$ cat src/npc_defines.svh
`ifndef NPC_DEFINES_SVH
`define NPC_DEFINES_SVH

// Word address width of fetch and target addresses.
`define ADDR_WIDTH 30

// Global history length; also the width of every table index.
`define GH_WIDTH 8

// Number of return address stack entries, a power of two.
`define STACK_LEN 16

// Entries in the BTB and in the choice table.
`define TABLE_DEPTH (1 << `GH_WIDTH)

// Width of the return address stack pointers.
`define STACK_PTR_WIDTH $clog2(`STACK_LEN)

`endif

$ cat src/bp_kind_pkg.sv
`default_nettype none

package bp_kind_pkg;

    // Branch kind, from the kind predictor and from execute.
    typedef enum logic [2:0] {
        NOT_JUMP      = 3'd0,
        DIRECT_JUMP   = 3'd1,
        JUMP          = 3'd2,
        CALL          = 3'd3,
        RET           = 3'd4,
        INDIRECT_JUMP = 3'd5,
        OTHER_JUMP    = 3'd6
    } branch_kind_e;

endpackage

`default_nettype wire

$ cat src/gh_hash.sv
`timescale 1ns/1ns
`default_nettype none

`include "npc_defines.svh"

module gh_hash (
    input  wire logic                      clk,
    input  wire logic                      rst_n,
    input  wire logic [`ADDR_WIDTH-1:0]    pc,
    input  wire bp_kind_pkg::branch_kind_e kind_ex,
    input  wire logic                      taken_ex,
    output logic      [`GH_WIDTH-1:0]      gh_index_pdc
);

    import bp_kind_pkg::*;

    logic [`GH_WIDTH-1:0] ghr_q;
    logic                 shift_en;

    // Only resolved branches of some kind move the history.
    assign shift_en = (kind_ex != NOT_JUMP);

    always_ff @(posedge clk) begin
        if (!rst_n) begin
            ghr_q <= '0;
        end else if (shift_en) begin
            ghr_q <= {ghr_q[`GH_WIDTH-2:0], taken_ex};
        end
    end

    // Low PC bits folded with the history.
    assign gh_index_pdc = pc[`GH_WIDTH-1:0] ^ ghr_q;

endmodule

`default_nettype wire

$ cat config.mk
export PLATFORM = sky130hd
export DESIGN_NAME = gh_hash
export DESIGN_NICKNAME = d
export VERILOG_FILES = /design/src/bp_kind_pkg.sv /design/src/gh_hash.sv
export VERILOG_INCLUDE_DIRS = /design/src
export SDC_FILE = /design/constraint.sdc
export NUM_CORES = 1
export LEC_CHECK = 0
export BUFFER_PORTS_ARGS = -buffer_cell sky130_fd_sc_hd__buf_2
export CORE_AREA = 3 3 40 42
export DETAILED_ROUTE_END_ITERATION = 10
export DIE_AREA = 0 0 43 45
export PLACE_DENSITY = 0.71
export SYNTH_ARGS = -nofsm -noshare
export SYNTH_HDL_FRONTEND = slang
export SYNTH_SLANG_ARGS = --single-unit
$ cat constraint.sdc
create_clock -name clk -period 1.2 [get_ports clk]
set_clock_uncertainty 0.1 [all_clocks]
set_input_delay 0.12 -clock clk [delete_from_list [all_inputs] [get_ports clk]]
set_output_delay 0.12 -clock clk [all_outputs]
set_load 0.01 [all_outputs]
Word level (Yosys, flattened, before mapping)
Cells that the tools add are included.
{ "op_classes": {"n_bitwise": 1, "n_reduce_logical": 1} }
{ "op_table": {"columns": ["op", "count"], "rows": [
  ["8-bit XOR", 1],
  ["3-bit nonzero test", 1]
]} }
{ "totals": {"regBits": 8, "output_inout_bits": 8, "word_cells": 3} }

Logic depth before layout (Yosys ltp)
{ "logic_depth": {"word_depth": 1, "mapped_depth": 3, "depth_no_buf": 2} }

Worst setup path after synthesis
No wires, ideal clock.
{ "synth_path": {"path_type": "input to register", "from": "input kind_ex[1]", "to": "register ghr_q[0]", "t_arrival_ns": 0.717, "path_slack_ns": 0.312, "stages": 2, "path_buffers": 0, "cell_sequence": "nor3_4 -> mux2i_1"} }
{ "synth_between": {"elab_chain_len": 1} }
{ "synth_lines": {"columns": ["element", "line_no", "text"], "rows": [
  ["start: declaration", "gh_hash.sv:10", "input wire bp_kind_pkg::branch_kind_e kind_ex,"],
  ["3-bit nonzero test", "gh_hash.sv:21", "assign shift_en = (kind_ex != NOT_JUMP);"],
  ["end signal: assignment", "gh_hash.sv:27", "ghr_q <= {ghr_q[`GH_WIDTH-2:0], taken_ex};"],
  ["end: declaration", "gh_hash.sv:17", "logic [`GH_WIDTH-1:0] ghr_q;"]
]} }
No other way between the ends.
A chain may end at the register's enable or synchronous reset.

Final worst setup path
{ "layout_path": {"from": "register ghr_q[1]", "to": "output gh_index_pdc[1]"} }
{ "layout_between": {"elab_chain_len": 1} }
{ "layout_lines": {"columns": ["element", "line_no", "text"], "rows": [
  ["8-bit XOR", "gh_hash.sv:32", "assign gh_index_pdc = pc[`GH_WIDTH-1:0] ^ ghr_q;"],
  ["end: declaration", "gh_hash.sv:12", "output logic [`GH_WIDTH-1:0] gh_index_pdc"]
]} }
No other way between the ends.

==> metrics.txt <==
Initial Util=28.3%; unrepaired setup endpoints after global routing=no; area delta synth->final=41.2%; fin. max-slew vios=0; Final nets=97; cts repair resizes=0; slew of the pin with the lowest slew margin=between 0.1 and 0.15 ns; vias per std cell=4.20; max reg flops=8; DRC viols=0; syn nets=71; Final ANT Viol Nets=0; Crit-path slowest cell=dfxtp_1; Crit Path Class=reg -> out; drt wl/cell=9.14 µm; max_cap viols=0; Tcrit/Tclk final=92.4%; cell area after layout=514 µm²; syn_area_per_cell=10.4 µm²; relative slew slack=91.5%; Peak VDD IR=0.000466 V; commonest non-fill, non-tap cell in the layout=buf_2; Longest Clk Path Bufs=2; mapped cell area=364 µm²; Die Y=about 45 µm; Clock Pin Slew Worst Setup and Hold Paths=0.05 ns; cts bufs inserted=3; Mapped Cells=35; largest registers=ghr_q (8); largest net degree at the start of global routing=10; first-pass GRT wire length=1100 µm; outcome=completed; fmax=902 MHz; HP Class=in -> reg; PortBufs=21; Worst EP arrival=a little under 0.9 ns; setup tns final=0 ns; number of global-route vias before repair=287; CP Cell Sequence=xor2_1 -> buf_2; dpl cell area=492 µm²; CP required=0.98 ns; share of cells above drive strength 1=44.1%; final hold vios=0; Non-Filler Instances=74; Antenna Cells=0; I/O pin count=44; CORE AREA=1280 µm²; cell family with the largest share of critical-path delay=flip-flops; num rows=13; CTS H-tree lvls=1; Top reg by flops=ghr_q; post-layout min period=1.11 ns; Tot Pwr=559 µW; Placed Cells incl. Taps=between 70 and 80; Setup Fix Bufs, Post-CTS=0; synth unique cells=6; worst-skew pair later-pin latency=around 0.25 ns; sequential element share of the synthesized area=44.0%; gpl congestion=0.653; commonest cells after routing, fill and taps aside=21 x buf_2, 9 x nand2_1, 8 x xor2_1, 8 x mux2i_1, 8 x dfxtp_1; total iterations of the first detailed-routing run=2; Root Driver=clkbuf_4; worst path bufs/invs=1; TritonCTS clock tree=done; FF+latch count, synth=8; full die area=between 1500 and 2000 µm²; Overflow after GRT=0; Yosys warnings=0; Pwr per Cell Area=1090 nW/µm²; setup ws final=0.0912 ns; pre-CTS WS=approximately 0.19 ns; initial antenna violation count=0; CTS sink count=8; Die X=43 µm; CP Capture Type=primary output; final WL=676 µm; Setup Viol. Count Final=0; Pleak=0.252 nW; Filler Cells Inserted=132; cts hold-fix bufs=0; critical-path maximum fanout=2; Critical Path Max Stage Delay=0.34 ns; DR vias=311; DRT iter0 DRCs=1; crit path launch type=flip-flop; Total Routing Usage GR=8.10%
==> worst reg2reg max path, delay by kind of cell (launching register included) <==
family           cells  cell delay, ns
AND/OR/NAND/NOR      1            0.07
multiplexers         1            0.14
flip-flops           1            0.34
==> path summary, 6_finish.rpt <==
| kind | startpoint | to | slack [ns] | cells past startpoint |
|---|---|---|---|---|
| hold / removal | taken_ex | ghr_q[0] | 0.01 | 3 |
| setup / recovery | ghr_q[1] | gh_index_pdc[1] | 0.09 | 2 |
| hold reg to reg | ghr_q[7] | ghr_q[7] | 0.37 | 2 |
| setup reg to reg | ghr_q[1] | ghr_q[1] | 0.48 | 2 |
==> layout make-up <==
| class | instances | area, µm² | share of cell area (%) |
|---|---|---|---|
| well taps | 15 | 18.8 | 3.65 |
| clock buffers | 3 | 22.5 | 4.38 |
| flip-flops and latches | 8 | 160 | 31.1 |
| multi-input cells | 26 | 200 | 38.9 |
| repair buffers | 22 | 113 | 21.9 |
==> metal layers <==
metal / vias to the layer above / wire, µm / GRT usage (%)
li1: 166 / - / -
met4: 0 / 0 / 5.42
met3: 0 / 90 / 4.78
met2: 15 / 319 / 13.2
met5: - / 0 / 0
met1: 130 / 266 / 7.79
==> cells by family after synthesis <==
kind of cell / share of synthesized area [%]
mux: 22.0
buf+inv: 1.03
simple gates: 13.7
xor+xnor: 19.2
flops: 44.0
==> where the power goes <==
part | total [mW] | switching [mW] | internal (mW)
Clock | 0.194 | 0.0803 | 0.114
Combinational | 0.0882 | 0.0431 | 0.0451
Sequential | 0.277 | 0.00396 | 0.273
==> synth_stat cells <==
master / instances / area, µm²
nor3_4: 1 / 16.3
clkbuf_1: 1 / 3.75
nand2_1: 9 / 33.8
mux2i_1: 8 / 80.1
dfxtp_1: 8 / 160
xor2_1: 8 / 70.1
==> per-stage QoR <==
stage | hold slack [ns] | utilization (%)
finish | 0.0144 | 40.0
global route | 0.0247 | 40.0
CTS | 0.00938 | 40.0
detailed placement | 0.269 | 38.3
global placement | 0.268 | 38.3
floorplan | 0.159 | -
Note: power is estimated with default switching activity, not from simulation.
