### config.mk
export PLATFORM = sky130hd
export DESIGN_NAME = npc_predictor
export DESIGN_NICKNAME = d
export VERILOG_FILES = /design/src/bp_kind_pkg.sv /design/src/npc_predictor.sv
export VERILOG_INCLUDE_DIRS = /design/src
export SDC_FILE = /design/constraint.sdc
export NUM_CORES = 1
export LEC_CHECK = 0
export BUFFER_PORTS_ARGS = -buffer_cell sky130_fd_sc_hd__buf_4
export CORE_ASPECT_RATIO = 0.9
export CORE_MARGIN = 4
export CORE_UTILIZATION = 26
export DETAILED_ROUTE_END_ITERATION = 12
export GPL_TIMING_DRIVEN = 0
export SYNTH_ARGS = -nofsm -noshare
export SYNTH_HDL_FRONTEND = slang
export SYNTH_SLANG_ARGS = --single-unit
### constraint.sdc
create_clock -name vclk -period 2.25
set_input_delay 0.45 -clock vclk [all_inputs]
set_output_delay 0.45 -clock vclk [all_outputs]
set_load 0.02 [all_outputs]
### src/npc_defines.svh
`ifndef NPC_DEFINES_SVH
`define NPC_DEFINES_SVH

// Word address width of fetch and target addresses.
`define ADDR_WIDTH 30

// Global history length; also the width of every table index.
`define GH_WIDTH 8

// Number of return address stack entries, a power of two.
`define STACK_LEN 16

// Entries in the BTB and in the choice table.
`define TABLE_DEPTH (1 << `GH_WIDTH)

// Width of the return address stack pointers.
`define STACK_PTR_WIDTH $clog2(`STACK_LEN)

`endif

### src/bp_kind_pkg.sv
`default_nettype none

package bp_kind_pkg;

    // Branch kind, from the kind predictor and from execute.
    typedef enum logic [2:0] {
        NOT_JUMP      = 3'd0,
        DIRECT_JUMP   = 3'd1,
        JUMP          = 3'd2,
        CALL          = 3'd3,
        RET           = 3'd4,
        INDIRECT_JUMP = 3'd5,
        OTHER_JUMP    = 3'd6
    } branch_kind_e;

endpackage

`default_nettype wire

### src/npc_predictor.sv
`timescale 1ns/1ns
`default_nettype none

`include "npc_defines.svh"

module npc_predictor (
    input  wire logic      [`ADDR_WIDTH-1:0] pc,
    input  wire bp_kind_pkg::branch_kind_e   kind_pdc,
    input  wire logic                        taken_pdc,
    input  wire bp_kind_pkg::branch_kind_e   kind_ex,
    input  wire logic      [`ADDR_WIDTH-1:0] target_btb,
    input  wire logic      [`ADDR_WIDTH-1:0] top_ras,
    input  wire logic                        choice_ras,
    output logic                             btb_we,
    output logic                             push_ex,
    output logic                             pop_ex,
    output logic                             pop_pdc,
    output logic           [`ADDR_WIDTH-1:0] npc_pdc,
    output logic                             choice_btb_ras
);

    import bp_kind_pkg::*;

    localparam logic [`ADDR_WIDTH-1:0] STEP_ONE = 1;
    localparam logic [`ADDR_WIDTH-1:0] STEP_TWO = 2;

    logic [`ADDR_WIDTH-1:0] seq_pc;

    // Update strobes from the resolved branch.
    assign btb_we  = (kind_ex != NOT_JUMP);
    assign push_ex = (kind_ex == CALL);
    assign pop_ex  = (kind_ex == RET);

    // A predicted taken return pops the speculative stack.
    assign pop_pdc = taken_pdc && (kind_pdc == RET);

    // Odd word addresses step over the second half of a pair.
    assign seq_pc = pc[0] ? pc + STEP_TWO : pc + STEP_ONE;

    // 0 selects the BTB, 1 the RAS.
    assign choice_btb_ras = choice_ras;

    always_comb begin
        npc_pdc = seq_pc;
        if (taken_pdc) begin
            case (kind_pdc)
                DIRECT_JUMP,
                JUMP,
                CALL,
                INDIRECT_JUMP,
                OTHER_JUMP: npc_pdc = target_btb;
                RET:        npc_pdc = choice_ras ? top_ras : target_btb;
                default:    npc_pdc = seq_pc;
            endcase
        end
    end

    // No clock here; checked once the prediction inputs settle.
    always_comb begin
        if (taken_pdc) begin
            a_kind_legal: assert final (kind_pdc inside {NOT_JUMP, DIRECT_JUMP, JUMP, CALL,
                                                         RET, INDIRECT_JUMP, OTHER_JUMP})
                else $error("npc_predictor: illegal branch kind on a taken prediction");
        end
    end

endmodule

`default_nettype wire

# --- Yosys cells after proc, flatten, opt, wreduce, memory -nomap -nowiden ---
# Index checks and enable logic that the tools add are counted.
op_classes:
  addsub: 2
  n_mul: 0
  n_div: 0
  order_cmp: 0
  eq_ne: 8
  n_shift: 0
  n_mux: 4
  bitwise_logic: 0
  n_reduce_logical: 3
op_table:
  columns: ["operator", "count"]
  rows:
  - ["$mux W30", 3]
  - ["$pmux W30 S2", 1]
  - ["$add A30 B1 Y30 const B", 1]
  - ["$add A30 B2 Y30 const B", 1]
  - ["$eq A3 B3 Y1 const B", 4]
  - ["$eq A3 B2 Y1 const B", 3]
  - ["$reduce_or A5 Y1", 1]
  - ["$eq A3 B1 Y1 const B", 1]
  - ["$reduce_bool A3 Y1", 1]
  - ["$logic_and A1 B1 Y1", 1]
totals:
  ff_bits: 0
  latchBits: 0
  mem_bits_rw: 0
  romBits: 0
  out_inout_bits: 35
  memories: 0

# --- Depth between registers and ports, before layout ---
logic_depth:
  word_depth: 4
  mapped_depth: 7

# --- Worst setup path after synthesis ---
# No wires, ideal clock.
synth_timing:
  kind: "in2out"
  start: "input port pc[0]"
  end: "output port npc_pdc[22]"
  arrival_time_ns: 2.021
  t_required_ns: 1.800
  slack_ns: -0.221
  cell_stages: 7
  cell_sequence: "ha_1 > mux2_2 > nand4_1 > or3_1 > clkbuf_1 > xnor2_1 > o21ai_0"
synth_between:
  elab_chain_len: 4
synth_rtl:
  columns: ["item", "line", "source"]
  rows:
  - ["from (decl)", "npc_predictor.sv:7", "input wire logic [`ADDR_WIDTH-1:0] pc,"]
  - ["$add A30 B1 Y30 or $add A30 B2 Y30 (tied branches)", "npc_predictor.sv:38", "assign seq_pc = pc[0] ? pc + STEP_TWO : pc + STEP_ONE;"]
  - ["$mux W30 *", "npc_predictor.sv:38", null]
  - ["$pmux W30 S2", "npc_predictor.sv:46", "case (kind_pdc)"]
  - ["$mux W30 *", "npc_predictor.sv:45", "if (taken_pdc) begin"]
  - ["to (decl)", "npc_predictor.sv:18", "output logic [`ADDR_WIDTH-1:0] npc_pdc,"]
# Mark *: on every way between the ends. The rest lies on a longest branch, timed or not.

# --- Worst setup path after layout ---
layout_timing:
  start: "input port pc[1]"
  end: "output port npc_pdc[23]"
# The elaborated chain is that of the path after synthesis.

==> flow_summary.toml <==
[pwr]
vdd_drop_max_v = 0.0000904
power_density_mw_per_mm2 = 206
clockPowerShare = 0
p_int_w = 0.000273
p_sw_w = 0.000246
leakagePower_nw = 1.15
combPwrFrac = 1.000
p_seq_frac = 0
swShare = 0.474
power.total_w = 0.000519

[sta]
setup_tns_ns = -1.10
max_slew_margin = 0.678
setup-violations-final = 14
hold_slack_ns = 1.16
fmax_mhz = 415
tightest_slew_ns = 0.479
grt_setup_unrepaired = "true"
finalMaxSlewViolations = 0
layout_min_cycle_time_ns = 2.41
fin_crit_sh = 1.07
hold_viol_final = 0
setup_ws_ns = -0.158

[floorplanning]
die_w_um = 78.5
die_h_um = 71.5
start_util = 0.278
num_rows = 22
num_io_pins = 133
core_area_sq_mm = 0.00418
die_area_sq_mm = 0.00561

[clock_tree]
holdBufCountCts = 0

[synthesis]
synth_cell_types = 33
syn_area_sq_mm = 0.00116
avgSynthCellArea_sq_um = 6.65
syn_nets = 275
synth_cells = 175
ys_seq_area_frac = 0
yosysWarnings = 0

[global_route]
grt_pass1_wl_um = 8580
grt_overflow_total = 0
grtUsageTotal = 0.180
antenna_found_initial = 0
first_global_vias = 1734
grt_max_degree = 11

[layout]
area_growth_pct = 117
drive_above_1_share = 0.558
fin_util = 0.603
multi_input_area_sq_mm = 0.00121
layout_commonest_cell = "buf_4"
regArea_sq_um = 0
stdcell_count = 379
n_antenna_cell = 0
final_cell_mix = "buf_4, a22oi_1"
fin_nets = 421
seq_cells = 0
clock_buffers = 0
num-fill-cells = 436

[job]
drv_cap = 0

[setup_path]
cp.required_ns = 1.80
cp_max_fo = 4
arrival_ns = 1.96
path_class = "in -> out"
critPathCaptureType = "output port"
critPathLaunchType = "primary input"

[route]
viasPerCell = 5.03
wl_per_cell_um = 14.4
drc = 0
antenna_left = 0
drt_first_pass_iters = 4
vias = 1908
wirelength_um = 5450
drt_iter0_drc = 73

[placed_design]
place_congestion = 0.777
dp_hpwl_um = 4550
portBuffers = 133
dpl.cell_count = 368

[status]
violations = "negative setup slack"
status = "complete, but fails checks"

[hold_path]
hp-class = "in -> out"
## power groups by stage
| stage | Sequential (W) | Combinational [W] | Clock, W |
|---|---|---|---|
| floorplan | 0 | 0.000202 | 0 |
| global placement | 0 | 0.000481 | 0 |
| detailed placement | 0 | 0.000482 | 0 |
| CTS | 0 | 0.000510 | 0 |
| global route | 0 | 0.000560 | 0 |
| finish | 0 | 0.000519 | 0 |
## worst max-delay path: stages
cell and delay, ns:
buf_8 0.08, ha_4 0.12, nand4_1 0.18, or4_4 0.54, nor3_4 0.21, xnor2_1 0.14, o21ai_1 0.07, buf_4 0.16
## worst paths after layout
path	from	endpoint	depth (start not counted)
worst max-delay path	pc[1]	npc_pdc[23]	8
worst min-delay path	kind_ex[2]	push_ex	3
## metrics by stage
step                      area (sq um)  setup slack [ns]
final                             2520            -0.158
after global routing              2520            -0.239
after CTS                         2440            -0.147
after detailed placement          2270            -0.412
after global placement            2270            -0.456
after floorplan                   1190           -0.0554
## layout make-up
type | count | area share
inverter | 4 | 0.00596
multi-input combinational | 160 | 0.482
buffer | 10 | 0.0278
tap | 60 | 0.0298
timing repair buffer | 145 | 0.455
## layer usage
metal / wire length (um) / vias to the layer above / global-route usage
met1: 2380 / 852 / 0.258
met3: 586 / 0 / 0.0352
met5: 0 / - / 0
li1: - / 969 / -
met4: 0 / 0 / 0
met2: 2490 / 87 / 0.296
## kinds of logic (layout without fill, tap and decap cells)
logic type / Yosys count / count (layout) / synth area share
XOR/XNOR: 26 / 26 / 0.196
AND/OR/NAND/NOR: 68 / 68 / 0.371
AO/OA/AOI/OAI: 61 / 61 / 0.332
adder cells (fa/ha/maj): 2 / 2 / 0.0215
multiplexers: 3 / 3 / 0.0269
buffers and inverters: 15 / 159 / 0.0527
## Yosys cell counts, types with 2 or more instances
cell,instances,area [sq um]
clkbuf_1,7,26.3
nor4_1,2,12.5
mux2i_1,2,20.0
nor3_1,3,15.0
nor4_4,2,42.5
buf_1,2,7.51
nor2_1,9,33.8
nor3_2,2,20.0
o21ai_1,3,15.0
a22oi_1,28,210
ha_1,2,25.0
nand4_1,11,68.8
o21ai_0,25,125
nand2_1,13,48.8
nand3_1,8,40.0
or3_1,2,12.5
o211ai_1,3,22.5
xor2_1,12,105
and3_1,5,31.3
and2_1,2,12.5
inv_1,4,15.0
xnor2_1,14,123
and4_1,4,35.0
## repair_timing
| item | in CTS | in global routing |
|---|---|---|
| endpoints found under the setup margin | 23 | 30 |
| setup buffers | 7 | 5 |
| resized for setup | 32 | 22 |
| pin swaps | 5 | 13 |
No activity file was read; power rests on OpenSTA's default activity.
