$ cat src/npc_defines.svh
`ifndef NPC_DEFINES_SVH
`define NPC_DEFINES_SVH

// Word address width of fetch and target addresses.
`define ADDR_WIDTH 30

// Global history length; also the width of every table index.
`define GH_WIDTH 8

// Number of return address stack entries, a power of two.
`define STACK_LEN 16

// Entries in the BTB and in the choice table.
`define TABLE_DEPTH (1 << `GH_WIDTH)

// Width of the return address stack pointers.
`define STACK_PTR_WIDTH $clog2(`STACK_LEN)

`endif

$ cat src/bp_counter_pkg.sv
`default_nettype none

package bp_counter_pkg;

    // Two-bit choice counter; the upper half favors the RAS.
    typedef enum logic [1:0] {
        STRONG_BTB = 2'd0,
        WEAK_BTB   = 2'd1,
        WEAK_RAS   = 2'd2,
        STRONG_RAS = 2'd3
    } choice_cnt_e;

endpackage

`default_nettype wire

$ cat src/cpht.sv
`timescale 1ns/1ns
`default_nettype none

`include "npc_defines.svh"

module cpht (
    input  wire logic                 clk,
    input  wire logic                 rst_n,
    input  wire logic [`GH_WIDTH-1:0] index_pdc,
    output logic                      choice_ras,
    input  wire logic                 we,
    input  wire logic [`GH_WIDTH-1:0] index_ex,
    input  wire logic                 choice_real
);

    import bp_counter_pkg::*;

    choice_cnt_e cnt_q [`TABLE_DEPTH];

    // Saturating step toward the source that was right.
    function automatic choice_cnt_e cnt_next(choice_cnt_e cur, logic to_ras);
        choice_cnt_e nxt;
        case (cur)
            STRONG_BTB: nxt = to_ras ? WEAK_BTB   : STRONG_BTB;
            WEAK_BTB:   nxt = to_ras ? WEAK_RAS   : STRONG_BTB;
            WEAK_RAS:   nxt = to_ras ? STRONG_RAS : WEAK_BTB;
            default:    nxt = to_ras ? STRONG_RAS : WEAK_RAS;
        endcase
        return nxt;
    endfunction

    always_ff @(posedge clk) begin
        if (!rst_n) begin
            for (int i = 0; i < `TABLE_DEPTH; i++) begin
                cnt_q[i] <= WEAK_BTB;
            end
        end else if (we) begin
            cnt_q[index_ex] <= cnt_next(cnt_q[index_ex], choice_real);
        end
    end

    // Upper half of the counter picks the RAS.
    assign choice_ras = (cnt_q[index_pdc] == WEAK_RAS) || (cnt_q[index_pdc] == STRONG_RAS);

    property p_entry_known;
        @(posedge clk) disable iff (!rst_n)
            we |=> !$isunknown(cnt_q[$past(index_ex)]);
    endproperty

    a_entry_known: assert property (p_entry_known)
        else $error("cpht: updated counter holds X");

endmodule

`default_nettype wire

$ cat config.mk
export PLATFORM = sky130hd
export DESIGN_NAME = cpht
export DESIGN_NICKNAME = d
export VERILOG_FILES = /design/src/bp_counter_pkg.sv /design/src/cpht.sv
export VERILOG_INCLUDE_DIRS = /design/src
export SDC_FILE = /design/constraint.sdc
export NUM_CORES = 1
export LEC_CHECK = 0
export ABC_AREA = 1
export BUFFER_PORTS_ARGS = -buffer_cell sky130_fd_sc_hd__buf_2
export CAP_MARGIN = 40
export CELL_PAD_IN_SITES_DETAIL_PLACEMENT = 2
export CELL_PAD_IN_SITES_GLOBAL_PLACEMENT = 2
export CORE_MARGIN = 4
export CORE_UTILIZATION = 42
export DETAILED_ROUTE_END_ITERATION = 16
export PLACE_DENSITY_LB_ADDON = 0.1
export SLEW_MARGIN = 15
export SYNTH_ARGS = -nofsm -noshare
export SYNTH_HDL_FRONTEND = slang
export SYNTH_SLANG_ARGS = --single-unit
$ cat constraint.sdc
create_clock -name clk -period 4.6 [get_ports clk]
set_clock_uncertainty 0.15 [all_clocks]
set_input_delay 0.92 -clock clk [delete_from_list [all_inputs] [get_ports clk]]
set_output_delay 0.92 -clock clk [all_outputs]
set_load 0.01 [all_outputs]
# [After elaboration in Yosys (flattened, before gate mapping)]
# Memories as Yosys holds them, arrays and structs flattened.
# Cells that the tools add are included.
[word_totals] regBits=0 n_memories=1 input_bits=20 ramBits=512 output_inout_bits=1 wordCells=22
[memory_table] memory="cnt_q" depth=256 width=2 read_ports=2 rd_ports_with_merged_regs=0 write_ports=256 line_no="cpht.sv:18" rtl="choice_cnt_e cnt_q [`TABLE_DEPTH];"
[classes] eq_ne=4 muxes=14 reduce_logical=3
[ops] op="$mux W2" n=5
[ops] op="$mux W8" n=1
[ops] op="$mux W1" n=7
[ops] op="$eq A2 B2 Y1 const B" n=3
[ops] op="$pmux W2 S3" n=1
[ops] op="$eq A2 B1 Y1 const B" n=1
[ops] op="$logic_not A2 Y1" n=1
[ops] op="$reduce_or A2 Y1" n=1
[ops] op="$logic_or A1 B1 Y1" n=1

# [Logic depth before layout (Yosys ltp)]
# Gate-level depths: netlist of the first run.
# An unclocked memory read counts as a cell.
[depth] word_depth=6 mapped_depth=23

# [Least setup slack after synthesis of the first run]
# Ideal clock, no wire load.
[synth_timing] path_type="input to output" startpoint="input port index_pdc[1]" endpoint="output port choice_ras" slack_ns=1.015 arrival_time_ns=2.515 stages=13 n_path_buf=3 path_cell_list="clkbuf_1 inv_1 clkbuf_1 clkbuf_1 o21ai_0 o22ai_1 nand2_1 a31o_2 o21ai_0 nand2_1 nand3_1 nand3_1 nand2_1"
[synth_between] elab_chain_cells=3
[synth_rtl] item="start, declared" line_no="cpht.sv:9" rtl="input wire logic [`GH_WIDTH-1:0] index_pdc,"
[synth_rtl] item="$mem_v2 Z256 W2 (*)"
[synth_rtl] item="$eq A2 B2 Y1" line_no="cpht.sv:43" rtl="assign choice_ras = (cnt_q[index_pdc] == WEAK_RAS) || (cnt_q[index_pdc] == STRONG_RAS);"
[synth_rtl] item="$logic_or A1 B1 Y1 (*)" line_no="cpht.sv:43"
[synth_rtl] item="end, declared" line_no="cpht.sv:10" rtl="output logic choice_ras,"
# Mark *: on every way between the ends. The rest lies on a longest branch, timed or not.

# [Worst setup path in the final report of the first run]
[layout_timing] startpoint="input port index_pdc[0]" endpoint="output port choice_ras"
# The elaborated chain is that of the path after synthesis.

==> results.yml, run 1 <==
outcome:
  status: "finished, final reports clean"
floorplan:
  io_pins: 21
  dieArea_um2: 75200
  coreArea_um2: 70100
  row_count: 97
  die_x_um: 274
  initial_core_util_pct: 42.4
  die_height_um: 274
grt:
  antenna_found_initial: 6
  grt_max_degree: 178
  grt_pass1_wl_um: 202000
  track_usage_pct: 35.9
  grt_pass1_vias: 32571
  grt.overflow.total: 0
sta:
  slew_viol_final: 0
  tightest_slew_ns: 1.03
  fin_crit_sh_pct: 97.0
  rsz0062_at_grt: "false"
  holdWs_ns: 0.773
  min_period_ns: 4.46
  max_freq_mhz: 224
  hold_viol: 0
  setup_tns_ns: 0
  worst_slack_ns: 0.139
  relSlewSlack_pct: 31.2
  final-setup-viol-count: 0
logic_synthesis:
  syn-cell-area_um2: 29800
  yosysUniqueCellTypes: 24
  ys_seq_area_share_pct: 51.6
  syn_inst: 3861
  ys_seq_elements: 512
  synth_nets: 3881
  syn_area_per_cell_um2: 7.71
  synth_warnings: 0
drt:
  wl_per_cell_um: 28.9
  ant_nets: 0
  drc: 0
  drtIter0Drc: 2485
  vias: 29107
  first_pass_iters: 5
  wl_um: 137000
  routed_via_density: 6.13
clock_tree:
  numCtsBuffers: 60
  path_clk_slew_ns: 0.06
  root_buffer: "clkbuf_16"
  insertion_delay_ns: 0.65
  cts.sinks: 512
  cts-htree-levels: 2
  cts_tree: "built"
  post-cts-setup-buffer-count: 0
  clock_path_buffers: 3
final_layout:
  final_area_um2: 33100
  largest_register_ff_count: 512
  drive_above_1_share_pct: 6.78
  final_common_cell: "nand2_1"
  top_regs: "cnt_q (512)"
  fin_util_pct: 47.2
  final_cell_mix: "nand2_1, edfxtp_1, nor2_1, nand3_1, inv_1"
  final_nets: 3776
  syn_to_final_growth_pct: 11.2
  top_register: "cnt_q"
worst_setup_path:
  cp.arrival_ns: 3.39
  crit_top_cell: "nand3_1"
  critPathMaxFanout: 28
  worst_setup_path_start_kind: "input port"
  end_kind: "output port"
  crit_family: "buffers and inverters"
  crit_buf_inv: 4
  crit_chain: "buf_6 -> buf_12 -> buf_4 -> o21ai_0 -> o22ai_1 -> nand2_1 -> nand3_1 -> nand3_1 -> o21ai_0 -> nand2_1 -> nand3_1 -> nand3_1 -> nand2_1 -> buf_2"
  crit_slowest_cell: "o21ai_0"
  path_class: "input port to output port"
  max_stage_delay_ns: 0.34
  worstPathRequired_ns: 3.53
pwr:
  seq_power_share_pct: 44.7
  ir_drop_uv: 297
  p_leak_nw: 11.9
  swShare_pct: 29.8
  intPower_w: 0.00829
  p_clk_share_pct: 39.8
  p_per_area_nw_per_um2: 357
  comb_power_share_pct: 15.5
  power_switching_w: 0.00352
placement:
  dpl.hpwl_um: 83900
  dpl_worst_slack_ns: 0.107
  gp_congestion: 0.856
  place_area_um2: 31200
  io_buffers: 20
flow_run:
  drv_cap: 0
hold_path:
  hold_path_class: "input port to flop"
[through the flow]
stage          total power (W)  cells
2_1_floorplan          0.00635   3861
3_3_place_gp           0.00707   4632
3_5_place_dp           0.00714   4633
4_1_cts                 0.0118   4743
5_1_grt                 0.0121   4745
6_report                0.0118   4747
[final timing paths]
path | slack, ns | start | cells after the start | to
setup / recovery | 0.14 | index_pdc[0] | 14 | choice_ras
hold / removal | 0.77 | choice_real | 3 | cnt_q[251][0]$_SDFFCE_PN1P_
setup reg to reg | 1.17 | cnt_q[207][1]$_SDFFCE_PN0P_ | 13 | cnt_q[15][0]$_SDFFCE_PN1P_
hold reg to reg | 1.34 | cnt_q[242][1]$_SDFFCE_PN0P_ | 12 | cnt_q[251][0]$_SDFFCE_PN1P_
[final cells by class]
cell class | instances | area, um^2
tap | 940 | 1180
multi-input combinational | 2680 | 11600
inverter | 345 | 1300
sequential | 512 | 15400
clock inverter | 36 | 272
clock buffer | 74 | 1580
fill | 7955 | 37100
timing repair buffer | 157 | 1770
antenna | 3 | 7.51
[synthesized netlist by cell type (all sizes together)]
library cell,number,area share [%]
nand2,1166,15
nand3,455,7.6
nor2,495,6.3
o21ai,155,2.6
edfxtp,512,52
nand4,71,1.5
buf,181,3.4
inv,341,4.3
a21oi,270,4.5
clkinv,4,0.050
clkbuf,143,1.8
o22ai,53,1.1
and3,6,0.13
a31o,6,0.18
nor3,2,0.034
nand3b,1,0.025
[cell families after synthesis]
group / count (synthesis) / synth area share, %
and+or+nand+nor: 2196 / 30.4
buffers and inverters: 669 / 9.56
DFF: 512 / 51.6
AOI/OAI and AO/OA: 484 / 8.44
[metal layers]
metal  global-route usage (%)  share of wire [%]
met1                     42.0                 38
met3                     6.05                7.4
met4                     21.3                6.7
met5                        0              0.022
met2                     61.8                 48
[power by group through the flow]
stage | clock (W) | combinational [W] | sequential [W]
2_1_floorplan | 0 | 0.00101 | 0.00534
3_3_place_gp | 0 | 0.00171 | 0.00536
3_5_place_dp | 0 | 0.00177 | 0.00537
4_1_cts | 0.00472 | 0.00179 | 0.00527
5_1_grt | 0.00491 | 0.00192 | 0.00528
6_report | 0.00470 | 0.00183 | 0.00527
[timing repair]
item                                   4_1_cts  5_1_grt
endpoints found under the hold margin        0        0
gates resized for setup                      0        3
setup endpoints to repair                    0        1
hold buffers                                 0        0
[tightest hold or removal path, cell delays in order]
cell,delay [ns]
buf_2,0.23
nand2_8,0.18
nand3_1,0.12
Note: power is estimated with default switching activity, not from simulation.
==> inputs of run 2 (changes only) <==
==> constraint.sdc (replaced) <==
create_clock -name clk -period 4.6 [get_ports clk]
set_clock_uncertainty 0.15 [all_clocks]
set_input_delay 0.46 -clock clk [delete_from_list [all_inputs] [get_ports clk]]
set_output_delay 0.46 -clock clk [all_outputs]
set_load 0.01 [all_outputs]
==> results.yml, run 2 (synthesis results as in run 1) <==
outcome:
  status: "finished, final reports clean"
final_layout:
  top_regs: "cnt_q (512)"
  top_register: "cnt_q"
  nFillCells: 7992
  fin_util_pct: 46.5
  final_common_cell: "nand2_1"
  drive_above_1_share_pct: 5.74
  final_cell_mix: "nand2_1, edfxtp_1, nor2_1, nand3_1, inv_1"
  syn_to_final_growth_pct: 9.68
  largest_register_ff_count: 512
  final_nets: 3736
drt:
  wl_met2_um: 65100
  wl_um: 133000
  drtIter0Drc: 2491
  route.met3.wl_um: 9020
  routed_via_density: 6.14
  drc: 0
  highest_layer: "met5"
  vias: 28872
  wl_per_cell_um: 28.3
  first_pass_iters: 7
  ant_nets: 0
  wl_met1_um: 51500
clock_tree:
  postCtsHoldBufs: 0
  cts-htree-levels: 2
  path_clk_slew_ns: 0.06
  cts_tree: "built"
  root_buffer: "clkbuf_16"
  cts.sinks: 512
  clock_path_buffers: 3
  post-cts-setup-buffer-count: 0
  cts_resized: 0
  numCtsBuffers: 61
  insertion_delay_ns: 0.67
pwr:
  p_per_area_nw_per_um2: 361
  p_leak_nw: 11.6
  power_switching_w: 0.00354
  intPower_w: 0.00824
  comb_power_share_pct: 14.9
  ir_drop_uv: 300
  seq_power_share_pct: 44.8
  p_clk_share_pct: 40.4
  swShare_pct: 30.0
hold_path:
  hold_path_class: "input port to flop"
sta:
  relSlewSlack_pct: 29.0
  max_freq_mhz: 253
  final-setup-viol-count: 0
  tightest_slew_ns: 1.06
  min_period_ns: 3.95
  fin_crit_sh_pct: 85.8
  rsz0062_at_grt: "false"
  setup_tns_ns: 0
  slew_viol_final: 0
  hold_viol: 0
worst_setup_path:
  crit_buf_inv: 5
  cp.arrival_ns: 3.34
  crit_chain: "buf_4 -> inv_4 -> buf_4 -> o21ai_0 -> o22ai_1 -> o21ai_0 -> o21ai_0 -> inv_1 -> o21ai_0 -> nand2_1 -> nand3_1 -> nand3b_1 -> nand2_1 -> buf_2"
  worstPathRequired_ns: 3.99
  crit_top_cell: "o21ai_0"
  end_kind: "output port"
  worst_setup_path_start_kind: "input port"
  critPathMaxFanout: 38
  crit_slowest_cell: "o21ai_0"
  max_stage_delay_ns: 0.58
  path_class: "input port to output port"
  crit_family: "compound AO/OA/AOI/OAI gates"
floorplan:
  row_count: 97
  coreArea_um2: 70100
  die_x_um: 274
  initial_core_util_pct: 42.4
  die_height_um: 274
  io_pins: 21
  dieArea_um2: 75200
placement:
  gp_congestion: 0.836
  dpl.hpwl_um: 80300
  io_buffers: 20
grt:
  grt.overflow.total: 0
  antenna_found_initial: 4
  grt_pass1_wl_um: 198000
  track_usage_pct: 35.0
  grt_pass1_vias: 32078
  grt_max_degree: 184
flow_run:
  drv_cap: 0
## run 2: path summary, 6_finish.rpt
check	start	endpoint	slack (ns)	cells past startpoint
min reg2reg	cnt_q[254][1]$_SDFFCE_PN0P_	cnt_q[168][0]$_SDFFCE_PN1P_	1.28	12
max reg2reg	cnt_q[76][0]$_SDFFCE_PN1P_	cnt_q[215][1]$_SDFFCE_PN0P_	1.13	17
min	choice_real	cnt_q[168][0]$_SDFFCE_PN1P_	0.27	3
max	index_pdc[0]	choice_ras	0.65	14
## run 2: power groups by stage
stage               clock network, W  registers, W  logic, W
global route                 0.00496       0.00528   0.00184
finish                       0.00475       0.00527   0.00175
detailed placement                 0       0.00537   0.00170
floorplan                          0       0.00534   0.00101
global placement                   0       0.00536   0.00163
CTS                          0.00478       0.00527   0.00171
## run 2: final cells by class
class                      instances  area (um^2)  share of cell area [%]
inverter                         345         1300                    3.99
timing repair buffer             116         1320                    4.05
clock buffer                      71         1560                    4.79
antenna                            1         2.50                 0.00766
tap                              940         1180                    3.60
sequential                       512        15400                    47.1
clock inverter                    39          298                   0.912
multi-input combinational       2680        11600                    35.6
## run 2: routing by layer
| metal | global-route usage (%) | up-vias |
|---|---|---|
| met5 | 0 | - |
| met1 | 42.3 | 14880 |
| li1 | - | 12427 |
| met4 | 18.1 | 2 |
| met2 | 60.8 | 1164 |
| met3 | 5.07 | 399 |
## run 2: worst register-to-register path, delay by kind of cell, from the launching register on
kind	cells	cell delay, ns
buffers and inverters	1	0.32
AND/OR/NAND/NOR	15	2.18
AO/OA/AOI/OAI	1	0.18
flip-flops	1	0.40
## run 2: metrics by stage
| stage | hold WS [ns] | power (W) | instance area (um^2) | cells | setup slack, ns |
|---|---|---|---|---|---|
| CTS | 0.231 | 0.0118 | 32600 | 4702 | 0.703 |
| global placement | 0.922 | 0.00699 | 30700 | 4589 | 0.348 |
| global route | 0.258 | 0.0121 | 32600 | 4703 | 0.542 |
| detailed placement | 0.917 | 0.00706 | 30800 | 4592 | 0.261 |
| floorplan | 0.688 | 0.00635 | 29800 | 3861 | 1.92 |
| finish | 0.269 | 0.0118 | 32700 | 4704 | 0.655 |
