$ cat config.mk
export PLATFORM = sky130hd
export DESIGN_NAME = ras
export DESIGN_NICKNAME = d
export VERILOG_FILES = /design/src/ras.sv
export VERILOG_INCLUDE_DIRS = /design/src
export SDC_FILE = /design/constraint.sdc
export NUM_CORES = 1
export LEC_CHECK = 0
export ABC_CLOCK_PERIOD_IN_PS = 6350
export BUFFER_PORTS_ARGS = -buffer_cell sky130_fd_sc_hd__buf_4
export CORE_AREA = 2 2 230 232
export CTS_BUF_LIST = sky130_fd_sc_hd__clkbuf_4 sky130_fd_sc_hd__clkbuf_8 sky130_fd_sc_hd__clkbuf_16
export CTS_CLUSTER_SIZE = 30
export DETAILED_ROUTE_END_ITERATION = 7
export DIE_AREA = 0 0 232 234
export SYNTH_ARGS = -nofsm -noshare
export SYNTH_HDL_FRONTEND = slang
export SYNTH_SLANG_ARGS = --single-unit
$ cat constraint.sdc
create_clock -name clk -period 6.35 [get_ports clk]
set_input_delay 0.635 -clock clk [delete_from_list [all_inputs] [get_ports clk]]
set_output_delay 0.635 -clock clk [all_outputs]
set_load 0.005 [all_outputs]
$ cat src/npc_defines.svh
`ifndef NPC_DEFINES_SVH
`define NPC_DEFINES_SVH

// Word address width of fetch and target addresses.
`define ADDR_WIDTH 30

// Global history length; also the width of every table index.
`define GH_WIDTH 8

// Number of return address stack entries, a power of two.
`define STACK_LEN 16

// Entries in the BTB and in the choice table.
`define TABLE_DEPTH (1 << `GH_WIDTH)

// Width of the return address stack pointers.
`define STACK_PTR_WIDTH $clog2(`STACK_LEN)

`endif

$ cat src/ras.sv
`timescale 1ns/1ns
`default_nettype none

`include "npc_defines.svh"

module ras (
    input  wire logic                   clk,
    input  wire logic                   rst_n,
    input  wire logic                   push_ex,
    input  wire logic                   pop_ex,
    input  wire logic [`ADDR_WIDTH-1:0] pc_ex,
    input  wire logic                   pop_pdc,
    input  wire logic                   mis_pdc,
    output logic      [`ADDR_WIDTH-1:0] top_ras
);

    localparam int PTR_W = `STACK_PTR_WIDTH;
    localparam logic [PTR_W-1:0]       PTR_ONE  = 1;
    localparam logic [`ADDR_WIDTH-1:0] ADDR_ONE = 1;

    logic [`ADDR_WIDTH-1:0] stack_q [`STACK_LEN];
    logic [PTR_W-1:0]       commit_ptr_q;
    logic [PTR_W-1:0]       commit_ptr_d;
    logic [PTR_W-1:0]       spec_ptr_q;
    logic                   resync;

    // Committed pointer moves only on resolved calls and returns.
    always_comb begin
        commit_ptr_d = commit_ptr_q;
        if (push_ex) begin
            commit_ptr_d = commit_ptr_q + PTR_ONE;
        end else if (pop_ex) begin
            commit_ptr_d = commit_ptr_q - PTR_ONE;
        end
    end

    // Speculative state is rebuilt from the committed one.
    assign resync = mis_pdc | push_ex | pop_ex;

    always_ff @(posedge clk) begin
        if (!rst_n) begin
            commit_ptr_q <= '0;
            spec_ptr_q   <= '0;
        end else begin
            commit_ptr_q <= commit_ptr_d;
            if (resync) begin
                spec_ptr_q <= commit_ptr_d;
            end else if (pop_pdc) begin
                spec_ptr_q <= spec_ptr_q - PTR_ONE;
            end
        end
    end

    // Return address of a call is the word after it.
    always_ff @(posedge clk) begin
        if (!rst_n) begin
            for (int i = 0; i < `STACK_LEN; i++) begin
                stack_q[i] <= '0;
            end
        end else if (push_ex) begin
            stack_q[commit_ptr_q] <= pc_ex + ADDR_ONE;
        end
    end

    assign top_ras = stack_q[spec_ptr_q - PTR_ONE];

    // Execute resolves one branch per cycle, so the strobes are exclusive.
    property p_push_pop_excl;
        @(posedge clk) disable iff (!rst_n)
            !(push_ex && pop_ex);
    endproperty

    a_push_pop_excl: assert property (p_push_pop_excl)
        else $error("ras: push and pop in the same cycle");

endmodule

`default_nettype wire

Word-level counts from Yosys, hierarchy flattened:

Memories as Yosys holds them, arrays and structs flattened.
Cells that the tools add are included.

* register bits: 8
* RAM bits: 480
* bits of input ports: 36
* output and inout bits: 30
* memories kept: 1

Memory list
* stack_q: words 16, bits a word 30, rd ports 1, clocked after Yosys merged registers in 0, write ports 16, RTL line ras.sv:21 `` logic [`ADDR_WIDTH-1:0] stack_q [`STACK_LEN]; ``

* add/sub/neg operators: 4
* multiplexer cells: 11
* bitwise operators: 2
* reduce and logical (&&, ||, !) cells: 2

Operators with widths (count)
* adder 30 x 1 -> 30 bit, second input constant: 1
* two-way mux 30 bit: 1
* OR reduction 30 bit: 1
* two-way mux 4 bit: 5
* subtractor 4 x 1 -> 4 bit, second input constant: 2
* two-way mux 1 bit: 5
* adder 4 x 1 -> 4 bit, second input constant: 1
* OR 1 bit: 2
* nonzero test 2 bit: 1

Logic depth before layout (Yosys ltp):

Gate-level depths: netlist (run 1).

* depth in word-level cells: 5
* depth in mapped cells: 10

Least setup slack after synthesis (run 1):

OpenSTA, ideal clock, no wires.

* kind: register to output
* start point: register spec_ptr_q[0]
* end point: output port top_ras[0]
* arrival: 2.804 ns
* data required time: 5.715 ns
* slack: 2.911 ns
* cell stages (with the launch flop): 10
* path buffers: 5
* cell sequence: dfxtp_1 -> clkbuf_1 -> buf_2 -> buf_2 -> inv_1 -> ha_1 -> clkbuf_1 -> clkbuf_1 -> mux4_2 -> mux4_2

* cells in the longest elaborated chain, start to end: 2

RTL lines
* from (decl): RTL line ras.sv:24 `logic [PTR_W-1:0] spec_ptr_q;`
* from (signal assigned): RTL line ras.sv:47 `spec_ptr_q <= commit_ptr_d;`
* from (signal assigned): RTL line ras.sv:49 `spec_ptr_q <= spec_ptr_q - PTR_ONE;`
* subtractor 4 x 1 -> 4 bit: RTL line ras.sv:65 `assign top_ras = stack_q[spec_ptr_q - PTR_ONE];`
* memory (16 x 30 bit)
* to (decl): RTL line ras.sv:14 `` output logic [`ADDR_WIDTH-1:0] top_ras ``

Every way passes these cells.

Final worst setup path (run 1):

* start point: register spec_ptr_q[0]
* end point: output port top_ras[20]

The elaborated chain is that of the path after synthesis.

==> results of run 1 <==
[power by group through the flow]
stage | combinational [W] | clock, W | sequential [W]
floorplan | 0.000682 | 0 | 0.00377
CTS | 0.00114 | 0.00330 | 0.00373
finish | 0.00113 | 0.00328 | 0.00373
global route | 0.00119 | 0.00341 | 0.00375
global placement | 0.00113 | 0 | 0.00380
detailed placement | 0.00114 | 0 | 0.00380
[sequential cells by signal (all words and copies together), names as in the netlist]
register      cells
commit_ptr_q      4
stack_q         480
spec_ptr_q        4
[cell usage in the layout, fill, tap and decap left out, drive strengths merged, types with 20 or more instances in the layout]
master,synthesis,layout
buf,70,108
clkbuf,103,63
a21oi,224,224
clkinv,0,21
or3,22,22
nand4,20,20
mux4,150,150
nor3,20,20
nor2,212,212
edfxtp,480,480
or4,27,27
nand2,88,88
and2,20,20
[Yosys cell counts, types with 18 or more instances]
| master | number | area, um2 |
|---|---|---|
| a21oi_2 | 40 | 350.3 |
| clkbuf_1 | 102 | 382.9 |
| nand4_1 | 18 | 112.6 |
| nor2_1 | 212 | 795.8 |
| or3_1 | 22 | 137.6 |
| or4_1 | 25 | 187.7 |
| buf_2 | 29 | 145.1 |
| edfxtp_1 | 480 | 14410 |
| and2_1 | 19 | 118.9 |
| nor3_1 | 20 | 100.1 |
| a21oi_1 | 184 | 920.9 |
| nand2_1 | 88 | 330.3 |
| buf_1 | 33 | 123.9 |
| mux4_2 | 150 | 3378 |
[metrics by stage]
stage | cell area (um2) | std cells | setup slack, ns | util (%) | hold slack, ns
floorplan | 23070 | 1603 | 2.911 | - | 0.6075
global placement | 24080 | 2226 | 2.192 | 46.29 | 0.6598
detailed placement | 24080 | 2226 | 2.166 | 46.29 | 0.6631
CTS | 25910 | 2323 | 1.540 | 49.81 | 0.3293
global route | 25910 | 2323 | 1.443 | 49.81 | 0.3547
finish | 25910 | 2323 | 1.591 | 49.81 | 0.3464
[cells by family after synthesis]
kind of cell,synth area share (%)
adder cells (fa/ha/maj),0.3796
XOR/XNOR,0.6833
buffers and inverters,3.368
flip-flops,63.17
multiplexers,15.34
AND/OR/NAND/NOR,9.556
AO/OA/AOI/OAI,7.506
[routing by layer]
layer / part of all wire, % / global-route usage [%] / vias up
li1: - / - / 6180
met1: 39 / 37.47 / 7587
met2: 47 / 42.09 / 879
met3: 10 / 4.791 / 146
met4: 3.3 / 8.574 / 0
met5: 0 / 0 / -
[worst paths after layout]
kind	end	cells past startpoint	start	slack (ns)
worst max-delay path	top_ras[20]	6	spec_ptr_q[0]	1.59
worst min-delay path	spec_ptr_q[0]	2	pop_ex	0.35
worst max register to register	stack_q[6][0]	7	commit_ptr_q[0]	3.29
worst min register to register	commit_ptr_q[0]	2	commit_ptr_q[0]	0.68
[worst max-delay path, stage by stage (launching register included)]
cell and delay (ns):
dfxtp_4 0.80, inv_1 0.18, ha_4 0.95, buf_12 0.45, mux4_2 0.37, mux4_2 0.55
buf_4 0.17
[cell type report]
type | count | share of cell area (%)
clock buffers | 63 | 5.408
inverters | 9 | 0.1304
repair buffers | 108 | 3.177
multi-input cells | 933 | 30.05
flip-flops and latches | 488 | 56.26
clock inverters | 34 | 1.656
well taps | 688 | 3.322
==> summary.md, run 1 <==
| Metric | Value |
|---|---|
| Cell variety after synth | `52` |
| Dominant synthesized flop cell | `edfxtp_1` |
| Routed len/inst | `30.60 um` |
| Setup CP Type | `register to output port` |
| Vias in the first global route | `14570` |
| Register area share after synthesis | `63.17%` |
| Sink Count | `488` |
| Largest net degree at the start of global routing | `68` |
| # setup viols final | `0` |
| Setup crit end kind | `output port` |
| Multi-input gate area | `7787 um2` |
| Storage cell area | `14580 um2` |
| Clk_skew | `0.02346 ns` |
| Critical Path RT | `5.71 ns` |
| # DRC | `0` |
| Clk_lat worst skew | `0.62 ns` |
| Number of flops mapped to enable cells by yosys | `480` |
| First-pass GRT wire length | `101800 um` |
| Synthesized area | `23070 um2` |
| Congestion Overflow GR | `0` |
| Filler cell count | `4388` |
| Final ANT Viol Nets | `0` |
| Rows | `84` |
| CTS Root Cell | `clkbuf_16` |
| Post-DP HPWL | `35930 um` |
| Status | `finished clean` |
| Nets | `1635` |
| Slew Viols, Final | `0` |
| Max IR drop VDD | `0.0001861 V` |
| Total GRT Usage | `26.56%` |
| Gpl congestion | `0.7939` |
| Initial drt markers | `1922` |
| Startpoint Class | `register` |
| Mean Syn Cell Area | `14.39 um2` |
| Die ar. | `54290 um2` |
| Post-synthesis cell count | `1603` |
| Chip height | `234 um` |
| Diodes inserted | `0` |
| Min cycle time layout | `4.759 ns` |
| IO Pins | `66` |
| Final Hold Vio Count | `0` |
| I/O Buffers | `65` |
| Cell internal pwr | `0.006164 W` |
| Post-synth ARST share | `0%` |
| CTS H-tree depth | `2` |
| # Max-Cap Violations | `0` |
| Mapped Nets | `1646` |
| Post-synthesis register bit count | `488` |
| Fin crit share | `74.94%` |
| Vias post-DR | `14790` |
| Rel. slew slack | `14.14%` |
| Ys Warns | `0` |
| Combinational Power Share | `13.9%` |
| PwrDens | `314.3 nW/um2` |
| Initial antenna violation count | `0` |
| Hold crit path type | `input port to register` |
| Layout cells sized above 1 | `26.73%` |
| Fin Setup TNS | `0 ns` |
| Total power | `0.008144 W` |
| Via density | `6.368` |
| Clock buffer count from CTS | `52` |
| P_leak | `8.891 nW` |
| DR pass1 iterations | `5` |
| Resized Gates After CTS | `0` |
| Core area | `52020 um2` |
| Seq pwr share | `45.8%` |
| Worst-Margin Slew | `1.279 ns` |
| Sw frac | `24.31%` |
| Layout area overhead | `12.32%` |
| Max clock buf depth | `3` |
| CTS tree | `built` |
| RSZ-0062 raised after global routing | `false` |
| Hold_buf cts | `0` |
| Clock Power Share | `40.3%` |
| Clock transition at path regs | `0.06 ns` |
| Post-CTS Setup Bufs | `0` |
| Starting density of the core | `44.35%` |
| DRT Wirelength | `71090 um` |
| CP max FO | `67` |
| Arrival time of the worst setup path | `4.12 ns` |
| Reported net switching power | `0.001980 W` |
| Width of the chip | `232 um` |
| F_max | `210.1 MHz` |
Power figures use the tool's default switching activity.
==> run 2: changes to the inputs <==
--- a/config.mk
+++ b/config.mk
@@ -6,7 +6,7 @@
 export SDC_FILE = /design/constraint.sdc
 export NUM_CORES = 1
 export LEC_CHECK = 0
-export ABC_CLOCK_PERIOD_IN_PS = 6350
+export ABC_CLOCK_PERIOD_IN_PS = 4000
 export BUFFER_PORTS_ARGS = -buffer_cell sky130_fd_sc_hd__buf_4
 export CORE_AREA = 2 2 230 232
 export CTS_BUF_LIST = sky130_fd_sc_hd__clkbuf_4 sky130_fd_sc_hd__clkbuf_8 sky130_fd_sc_hd__clkbuf_16
==> constraint.sdc (replaced) <==
create_clock -name clk -period 4 [get_ports clk]
set_input_delay 0.4 -clock clk [delete_from_list [all_inputs] [get_ports clk]]
set_output_delay 0.4 -clock clk [all_outputs]
set_load 0.005 [all_outputs]
==> run 2 against run 1 <==
Clock skew is 0.011 ns lower. Final area increased by 0.70%. Critical path depth stayed put. Critical endpoint is now top_ras[16]. Combinational power rose by 61%. Via count fell by 1.8%. Flip-flop and latch count did not move. Total power increased by 53%.
==> summary.md, run 2 (synthesis gave the netlist of run 1 again) <==
| Metric | Value |
|---|---|
| Setup CP Type | `register to output port` |
| Worst-Margin Slew | `1.243 ns (-0.03605 ns)` |
| # setup viols final | `0 (unchanged)` |
| Crit path cell chain | `inv_1, ha_4, buf_12, mux4_2, mux4_2, buf_4` |
| Most frequent CP cell | `mux4_2` |
| Hold_buf cts | `0 (unchanged)` |
| Gpl congestion | `0.8146 (+2.6%)` |
| DR pass1 iterations | `6 (+1)` |
| Fin crit share | `88.67%` |
| Clock Power Share | `38.1% (-2.2 points)` |
| P_leak | `9.006 nW (+1.3%)` |
| Critical path's top delay family | `multiplexers` |
| CTS tree | `built` |
| Sink Count | `488 (unchanged)` |
| Max FFs per register | `480 (unchanged)` |
| Reported net switching power | `0.003068 W (+55%)` |
| Post-CTS Setup Bufs | `0 (unchanged)` |
| R2R cell count | `7 (unchanged)` |
| Initial antenna violation count | `0 (unchanged)` |
| CTS H-tree depth | `2 (unchanged)` |
| Clock buffer count from CTS | `52 (unchanged)` |
| Total GRT Usage | `24.37% (-2.2 points)` |
| Combinational Power Share | `14.6% (+0.7 points)` |
| Commonest non-fill, non-tap cell in the layout | `edfxtp_1` |
| Vias post-DR | `14530 (-1.8%)` |
| Arrival time of the worst setup path | `3.15 ns (-0.97 ns)` |
| Final core area utilization | `50.16% (+0.35 points)` |
| Congestion Overflow GR | `0 (unchanged)` |
| Worst path slowest cell | `mux4_2` |
| Largest net degree at the start of global routing | `55 (-19%)` |
| CTS Root Cell | `clkbuf_16` |
| Fin Setup TNS | `0 ns (unchanged)` |
| Layout area overhead | `13.11%` |
| Sw frac | `24.55% (+0.25 points)` |
| Diodes inserted | `0 (unchanged)` |
| # DRC | `0 (unchanged)` |
| Most frequent cells in the layout | `edfxtp_1, nor2_1, a21oi_1, mux4_2, buf_4` |
| First-pass GRT wire length | `95940 um (-5.8%)` |
| Final Hold Vio Count | `0 (unchanged)` |
| Internal reg-to-reg setup slack | `1.22 ns (-2.07 ns)` |
| Setup crit end kind | `output port` |
| Startpoint Class | `register` |
| Critical Path End | `top_ras[16]` |
| IO Pins | `66 (unchanged)` |
| Width of the chip | `232 um (unchanged)` |
| Rows | `84 (unchanged)` |
| R2R Path End | `stack_q[2][27]` |
| Clk_skew | `0.01211 ns (-0.01136 ns)` |
| Placement Cell Area | `24420 um2 (+1.4%)` |
| CP max stage delay | `0.52 ns (-0.43 ns)` |
| Largest registers | `stack_q x480, commit_ptr_q x4, spec_ptr_q x4` |
| Min cycle time layout | `3.547 ns` |
| CP Depth | `6 (unchanged)` |
| I/O Buffers | `65 (unchanged)` |
| Hold Startpoint | `pop_ex` |
| Post-DP HPWL | `38710 um (+7.8%)` |
| PwrDens | `478.8 nW/um2 (+52%)` |
| Number of buffers and inverters on the critical path | `3 (unchanged)` |
| Initial drt markers | `1751 (-8.9%)` |
| Via density | `6.178 (-3.0%)` |
| Status | `finished clean` |
| Routed len/inst | `27.50 um (-10%)` |
| Nets | `1665 (+1.8%)` |
| Max clock buf depth | `3 (unchanged)` |
| Smallest hold slack | `0.1100 ns (-0.2364 ns)` |
| Core area | `52020 um2 (unchanged)` |
| Chip height | `234 um (unchanged)` |
| Worst Setup SP | `spec_ptr_q[0]` |
| Most flops, register | `stack_q` |
| Starting density of the core | `44.35% (unchanged)` |
| Design area | `26100 um2 (+0.70%)` |
| Critical Path RT | `3.60 ns (-2.11 ns)` |
| Vias in the first global route | `14520 (-0.38%)` |
| # Max-Cap Violations | `0 (unchanged)` |
| Hold crit path type | `input port to register` |
| Clk_lat worst skew | `0.60 ns (-0.02 ns)` |
| Slew Viols, Final | `0 (unchanged)` |
| F_max | `282.0 MHz` |
| Rel. slew slack | `16.81% (+2.7 points)` |
| Cell internal pwr | `0.009426 W (+53%)` |
| Max IR drop VDD | `0.0003106 V (+67%)` |
| Final ANT Viol Nets | `0 (unchanged)` |
| Resized Gates After CTS | `0 (unchanged)` |
| Clock transition at path regs | `0.06 ns (about the same)` |
| Worst R2R Start | `commit_ptr_q[0]` |
| DRT Wirelength | `64680 um (-9.0%)` |
| Layout cells sized above 1 | `27.82% (+1.1 points)` |
| CP max FO | `48 (-28%)` |
| Seq pwr share | `47.3% (+1.5 points)` |
| Die ar. | `54290 um2 (unchanged)` |
| RSZ-0062 raised after global routing | `false` |
-- run 2: changes by cell type in the layout (fill, tap and decap cells not counted) --
cell	change
clkbuf_16	+1
buf_4	+21
clkinv_4	+2
inv_6	+1
inv_16	-1
clkbuf_4	+2
bufinv_16	-7
clkinv_8	+1
clkinvlp_4	-2
clkinv_1	+3
buf_12	+9
clkinv_2	-1
-- run 2: layout make-up --
| class | count | area [um2] |
|---|---|---|
| Fill cell | 4389 | 25930 |
| Sequential cell | 488 | 14580 |
| Multi-Input combinational cell | 933 | 7787 |
| Clock buffer | 66 | 1441 |
| Timing Repair Buffer | 138 | 1161 |
| Tap cell | 688 | 860.8 |
| Clock inverter | 30 | 232.7 |
| Inverter | 9 | 33.78 |
-- run 2: power groups by stage --
stage / Clock (W) / Sequential (W) / Combinational (W)
6_report: 0.00476 / 0.00591 / 0.00182
4_1_cts: 0.00482 / 0.00591 / 0.00185
3_5_place_dp: 0 / 0.00602 / 0.00184
3_3_place_gp: 0 / 0.00601 / 0.00184
5_1_grt: 0.00503 / 0.00593 / 0.00194
2_1_floorplan: 0 / 0.00599 / 0.00108
-- run 2: routing by layer --
layer	up-vias	track usage, %	share of wire (%)
met3	100	4.961	8.3
met4	2	6.911	2.5
met5	-	1.071	0.094
met2	633	39.12	48
li1	6238	-	-
met1	7558	33.85	41
-- run 2: worst min-delay path by stage --
stage | cells past startpoint | endpoint
2_1_floorplan | 1 | spec_ptr_q[0]
3_3_place_gp | 2 | commit_ptr_q[0]
3_5_place_dp | 2 | spec_ptr_q[1]
4_1_cts | 2 | spec_ptr_q[0]
5_1_grt | 2 | spec_ptr_q[0]
6_report | 2 | spec_ptr_q[0]
-- run 2: per-stage QoR --
step                cells  power, W  setup WS (ns)
floorplan            1603  0.007071         0.7964
global placement     2256  0.007844          1.068
detailed placement   2256  0.007863          1.073
CTS                  2352   0.01258         0.4130
global route         2352   0.01289         0.3529
finish               2352   0.01249         0.4533
==> run 3: changes to the inputs <==
--- a/config.mk
+++ b/config.mk
@@ -8,11 +8,14 @@
 export LEC_CHECK = 0
 export ABC_CLOCK_PERIOD_IN_PS = 4000
 export BUFFER_PORTS_ARGS = -buffer_cell sky130_fd_sc_hd__buf_4
-export CORE_AREA = 2 2 230 232
+export CELL_PAD_IN_SITES_DETAIL_PLACEMENT = 0
+export CELL_PAD_IN_SITES_GLOBAL_PLACEMENT = 2
+export CORE_AREA = 2 2 241 243
 export CTS_BUF_LIST = sky130_fd_sc_hd__clkbuf_4 sky130_fd_sc_hd__clkbuf_8 sky130_fd_sc_hd__clkbuf_16
 export CTS_CLUSTER_SIZE = 30
 export DETAILED_ROUTE_END_ITERATION = 7
-export DIE_AREA = 0 0 232 234
+export DIE_AREA = 0 0 243 245
+export PLACE_DENSITY_LB_ADDON = 0.1
 export SYNTH_ARGS = -nofsm -noshare
 export SYNTH_HDL_FRONTEND = slang
 export SYNTH_SLANG_ARGS = --single-unit
==> run 3 against run 2 <==
Non-clock buffer count is 9 higher. Clock power is 3% higher. Sequential power hardly changed. Flip-flop and latch count stayed put. Clock skew is 0.0082 ns higher. Critical endpoint is now top_ras[1]. Largest cell class unchanged.
==> summary.md, run 3 (synthesis gave the netlist of run 1 again) <==
| Metric | Value |
|---|---|
| Status | `finished clean` |
| Final ANT Viol Nets | `0 (unchanged)` |
| Width of the chip | `243 um (+4.7%)` |
| Worst setup margin | `0.5606 ns (+0.1073 ns)` |
| # setup viols final | `0 (unchanged)` |
| Rows | `88 (+4.8%)` |
| P_leak | `9.094 nW (+0.98%)` |
| Congestion Overflow GR | `0 (unchanged)` |
| Die ar. | `59540 um2 (+9.7%)` |
| Max IR drop VDD | `0.0003836 V (+23%)` |
| DR pass1 iterations | `5 (-1)` |
| CTS Root Cell | `clkbuf_16` |
| Arrival time of the worst setup path | `3.04 ns (-0.11 ns)` |
| Worst-Margin Slew | `0.9524 ns (-0.2909 ns)` |
| Max FFs per register | `480 (unchanged)` |
| Placement Cell Area | `24640 um2 (+0.91%)` |
| Clock buffer count from CTS | `54 (+3.8%)` |
| Most flops, register | `stack_q` |
| CTS H-tree depth | `2 (unchanged)` |
| Largest registers | `stack_q x480, commit_ptr_q x4, spec_ptr_q x4` |
| First-pass GRT wire length | `107100 um (+12%)` |
| Startpoint Class | `register` |
| Setup crit end kind | `output port` |
| Filler cell count | `5157 (+17%)` |
| Clock transition at path regs | `0.05 ns (about the same)` |
| Chip height | `245 um (+4.7%)` |
| Nets | `1676 (+0.66%)` |
| Layout area overhead | `14.25%` |
| Starting density of the core | `40.45% (-3.9 points)` |
| RSZ-0062 raised after global routing | `false` |
| Post-DP HPWL | `43600 um (+13%)` |
| Routed len/inst | `30.44 um (+11%)` |
| Via density | `5.988 (-3.1%)` |
| Vias post-DR | `14610 (+0.55%)` |
| Pre-CTS WS | `0.7626 ns (-0.3106 ns)` |
| Core area | `57030 um2 (+9.6%)` |
| # Max-Cap Violations | `0 (unchanged)` |
| Smallest hold slack | `0.1120 ns (+0.002021 ns)` |
| Setup CP Type | `register to output port` |
| Design area | `26360 um2 (+1.0%)` |
| Diodes inserted | `0 (unchanged)` |
| Gpl congestion | `0.7635 (-6.3%)` |
| # DRC | `0 (unchanged)` |
| I/O Buffers | `65 (unchanged)` |
| Hold_buf cts | `0 (unchanged)` |
| Vias in the first global route | `14710 (+1.3%)` |
| Critical Path RT | `3.60 ns (about the same)` |
| Max clock buf depth | `3 (unchanged)` |
| Clk_skew | `0.02031 ns (+0.008207 ns)` |
| Resized Gates After CTS | `0 (unchanged)` |
| Initial drt markers | `1664 (-5.0%)` |
| Total power | `0.01272 W (+1.8%)` |
| CP max FO | `54 (+13%)` |
| Rel. slew slack | `36.35% (+20 points)` |
| Slew Viols, Final | `0 (unchanged)` |
| Clk_lat worst skew | `0.61 ns (about the same)` |
| Commonest non-fill, non-tap cell in the layout | `edfxtp_1` |
| Layout cells sized above 1 | `28.36% (+0.53 points)` |
| Initial antenna violation count | `1 (+1)` |
| Post-CTS Setup Bufs | `0 (unchanged)` |
| Total GRT Usage | `25.22% (+0.85 points)` |
| CTS tree | `built` |
| Hold crit path type | `input port to register` |
| F_max | `290.7 MHz (+3.1%)` |
| Final Hold Vio Count | `0 (unchanged)` |
| IO Pins | `66 (unchanged)` |
| Fin crit share | `85.99% (-2.7 points)` |
| Sink Count | `488 (unchanged)` |
| PwrDens | `482.7 nW/um2 (+0.81%)` |
| DRT Wirelength | `74280 um (+15%)` |
| Largest net degree at the start of global routing | `76 (+38%)` |
| Most frequent cells in the layout | `edfxtp_1, nor2_1, a21oi_1, mux4_2, buf_4` |
| Fin Setup TNS | `0 ns (unchanged)` |
| Min cycle time layout | `3.439 ns (-0.1073 ns)` |
run 3: changes by cell type in the layout (fill, tap and decap cells not counted):
cell and change:
clkbuf_4 +8, buf_12 +5, buf_4 +3, clkinv_2 -3, clkinv_4 -2, buf_6 +1
clkbuf_16 +1, clkinv_1 -1, clkinv_8 -1
run 3: worst max-delay path, stage by stage, from the launching register on:
cell,delay (ns)
dfxtp_4,0.40
inv_1,0.08
ha_4,0.43
buf_12,0.35
mux4_2,0.42
mux4_2,0.55
buf_4,0.17
run 3: report_power, final:
part           internal [W]  switching (W)
sequential          0.00584      0.0000757
clock               0.00284        0.00205
combinational      0.000857        0.00105
total               0.00954        0.00318
run 3: per-stage QoR:
step,cells,utilization (%)
6_report,2440,46.21
3_3_place_gp,2340,43.19
4_1_cts,2439,46.20
5_1_grt,2440,46.21
3_5_place_dp,2341,43.21
2_1_floorplan,1603,-
run 3: cell type report:
class / instances / area [um2] / share of cell area (%)
clock buffer: 75 / 1526 / 5.791
tap: 765 / 957.2 / 3.631
multi-input combinational: 933 / 7787 / 29.55
inverter: 9 / 33.78 / 0.1282
clock inverter: 23 / 180.2 / 0.6836
timing repair buffer: 147 / 1295 / 4.913
sequential: 488 / 14580 / 55.31
run 3: worst paths after layout:
check | start | end | slack [ns] | depth (start not counted)
worst max-delay path | spec_ptr_q[0] | top_ras[1] | 0.56 | 6
worst min-delay path | pop_ex | spec_ptr_q[0] | 0.11 | 2
worst max register to register | commit_ptr_q[1] | stack_q[1][6] | 1.13 | 6
worst min register to register | commit_ptr_q[0] | commit_ptr_q[0] | 0.68 | 2
run 3: per-layer routing:
layer	wire, um	vias up	track usage [%]
li1	-	6261	-
met1	31950	7669	35.58
met2	35830	586	41.12
met3	4968	95	4.177
met4	1531	0	5.936
met5	0	-	0
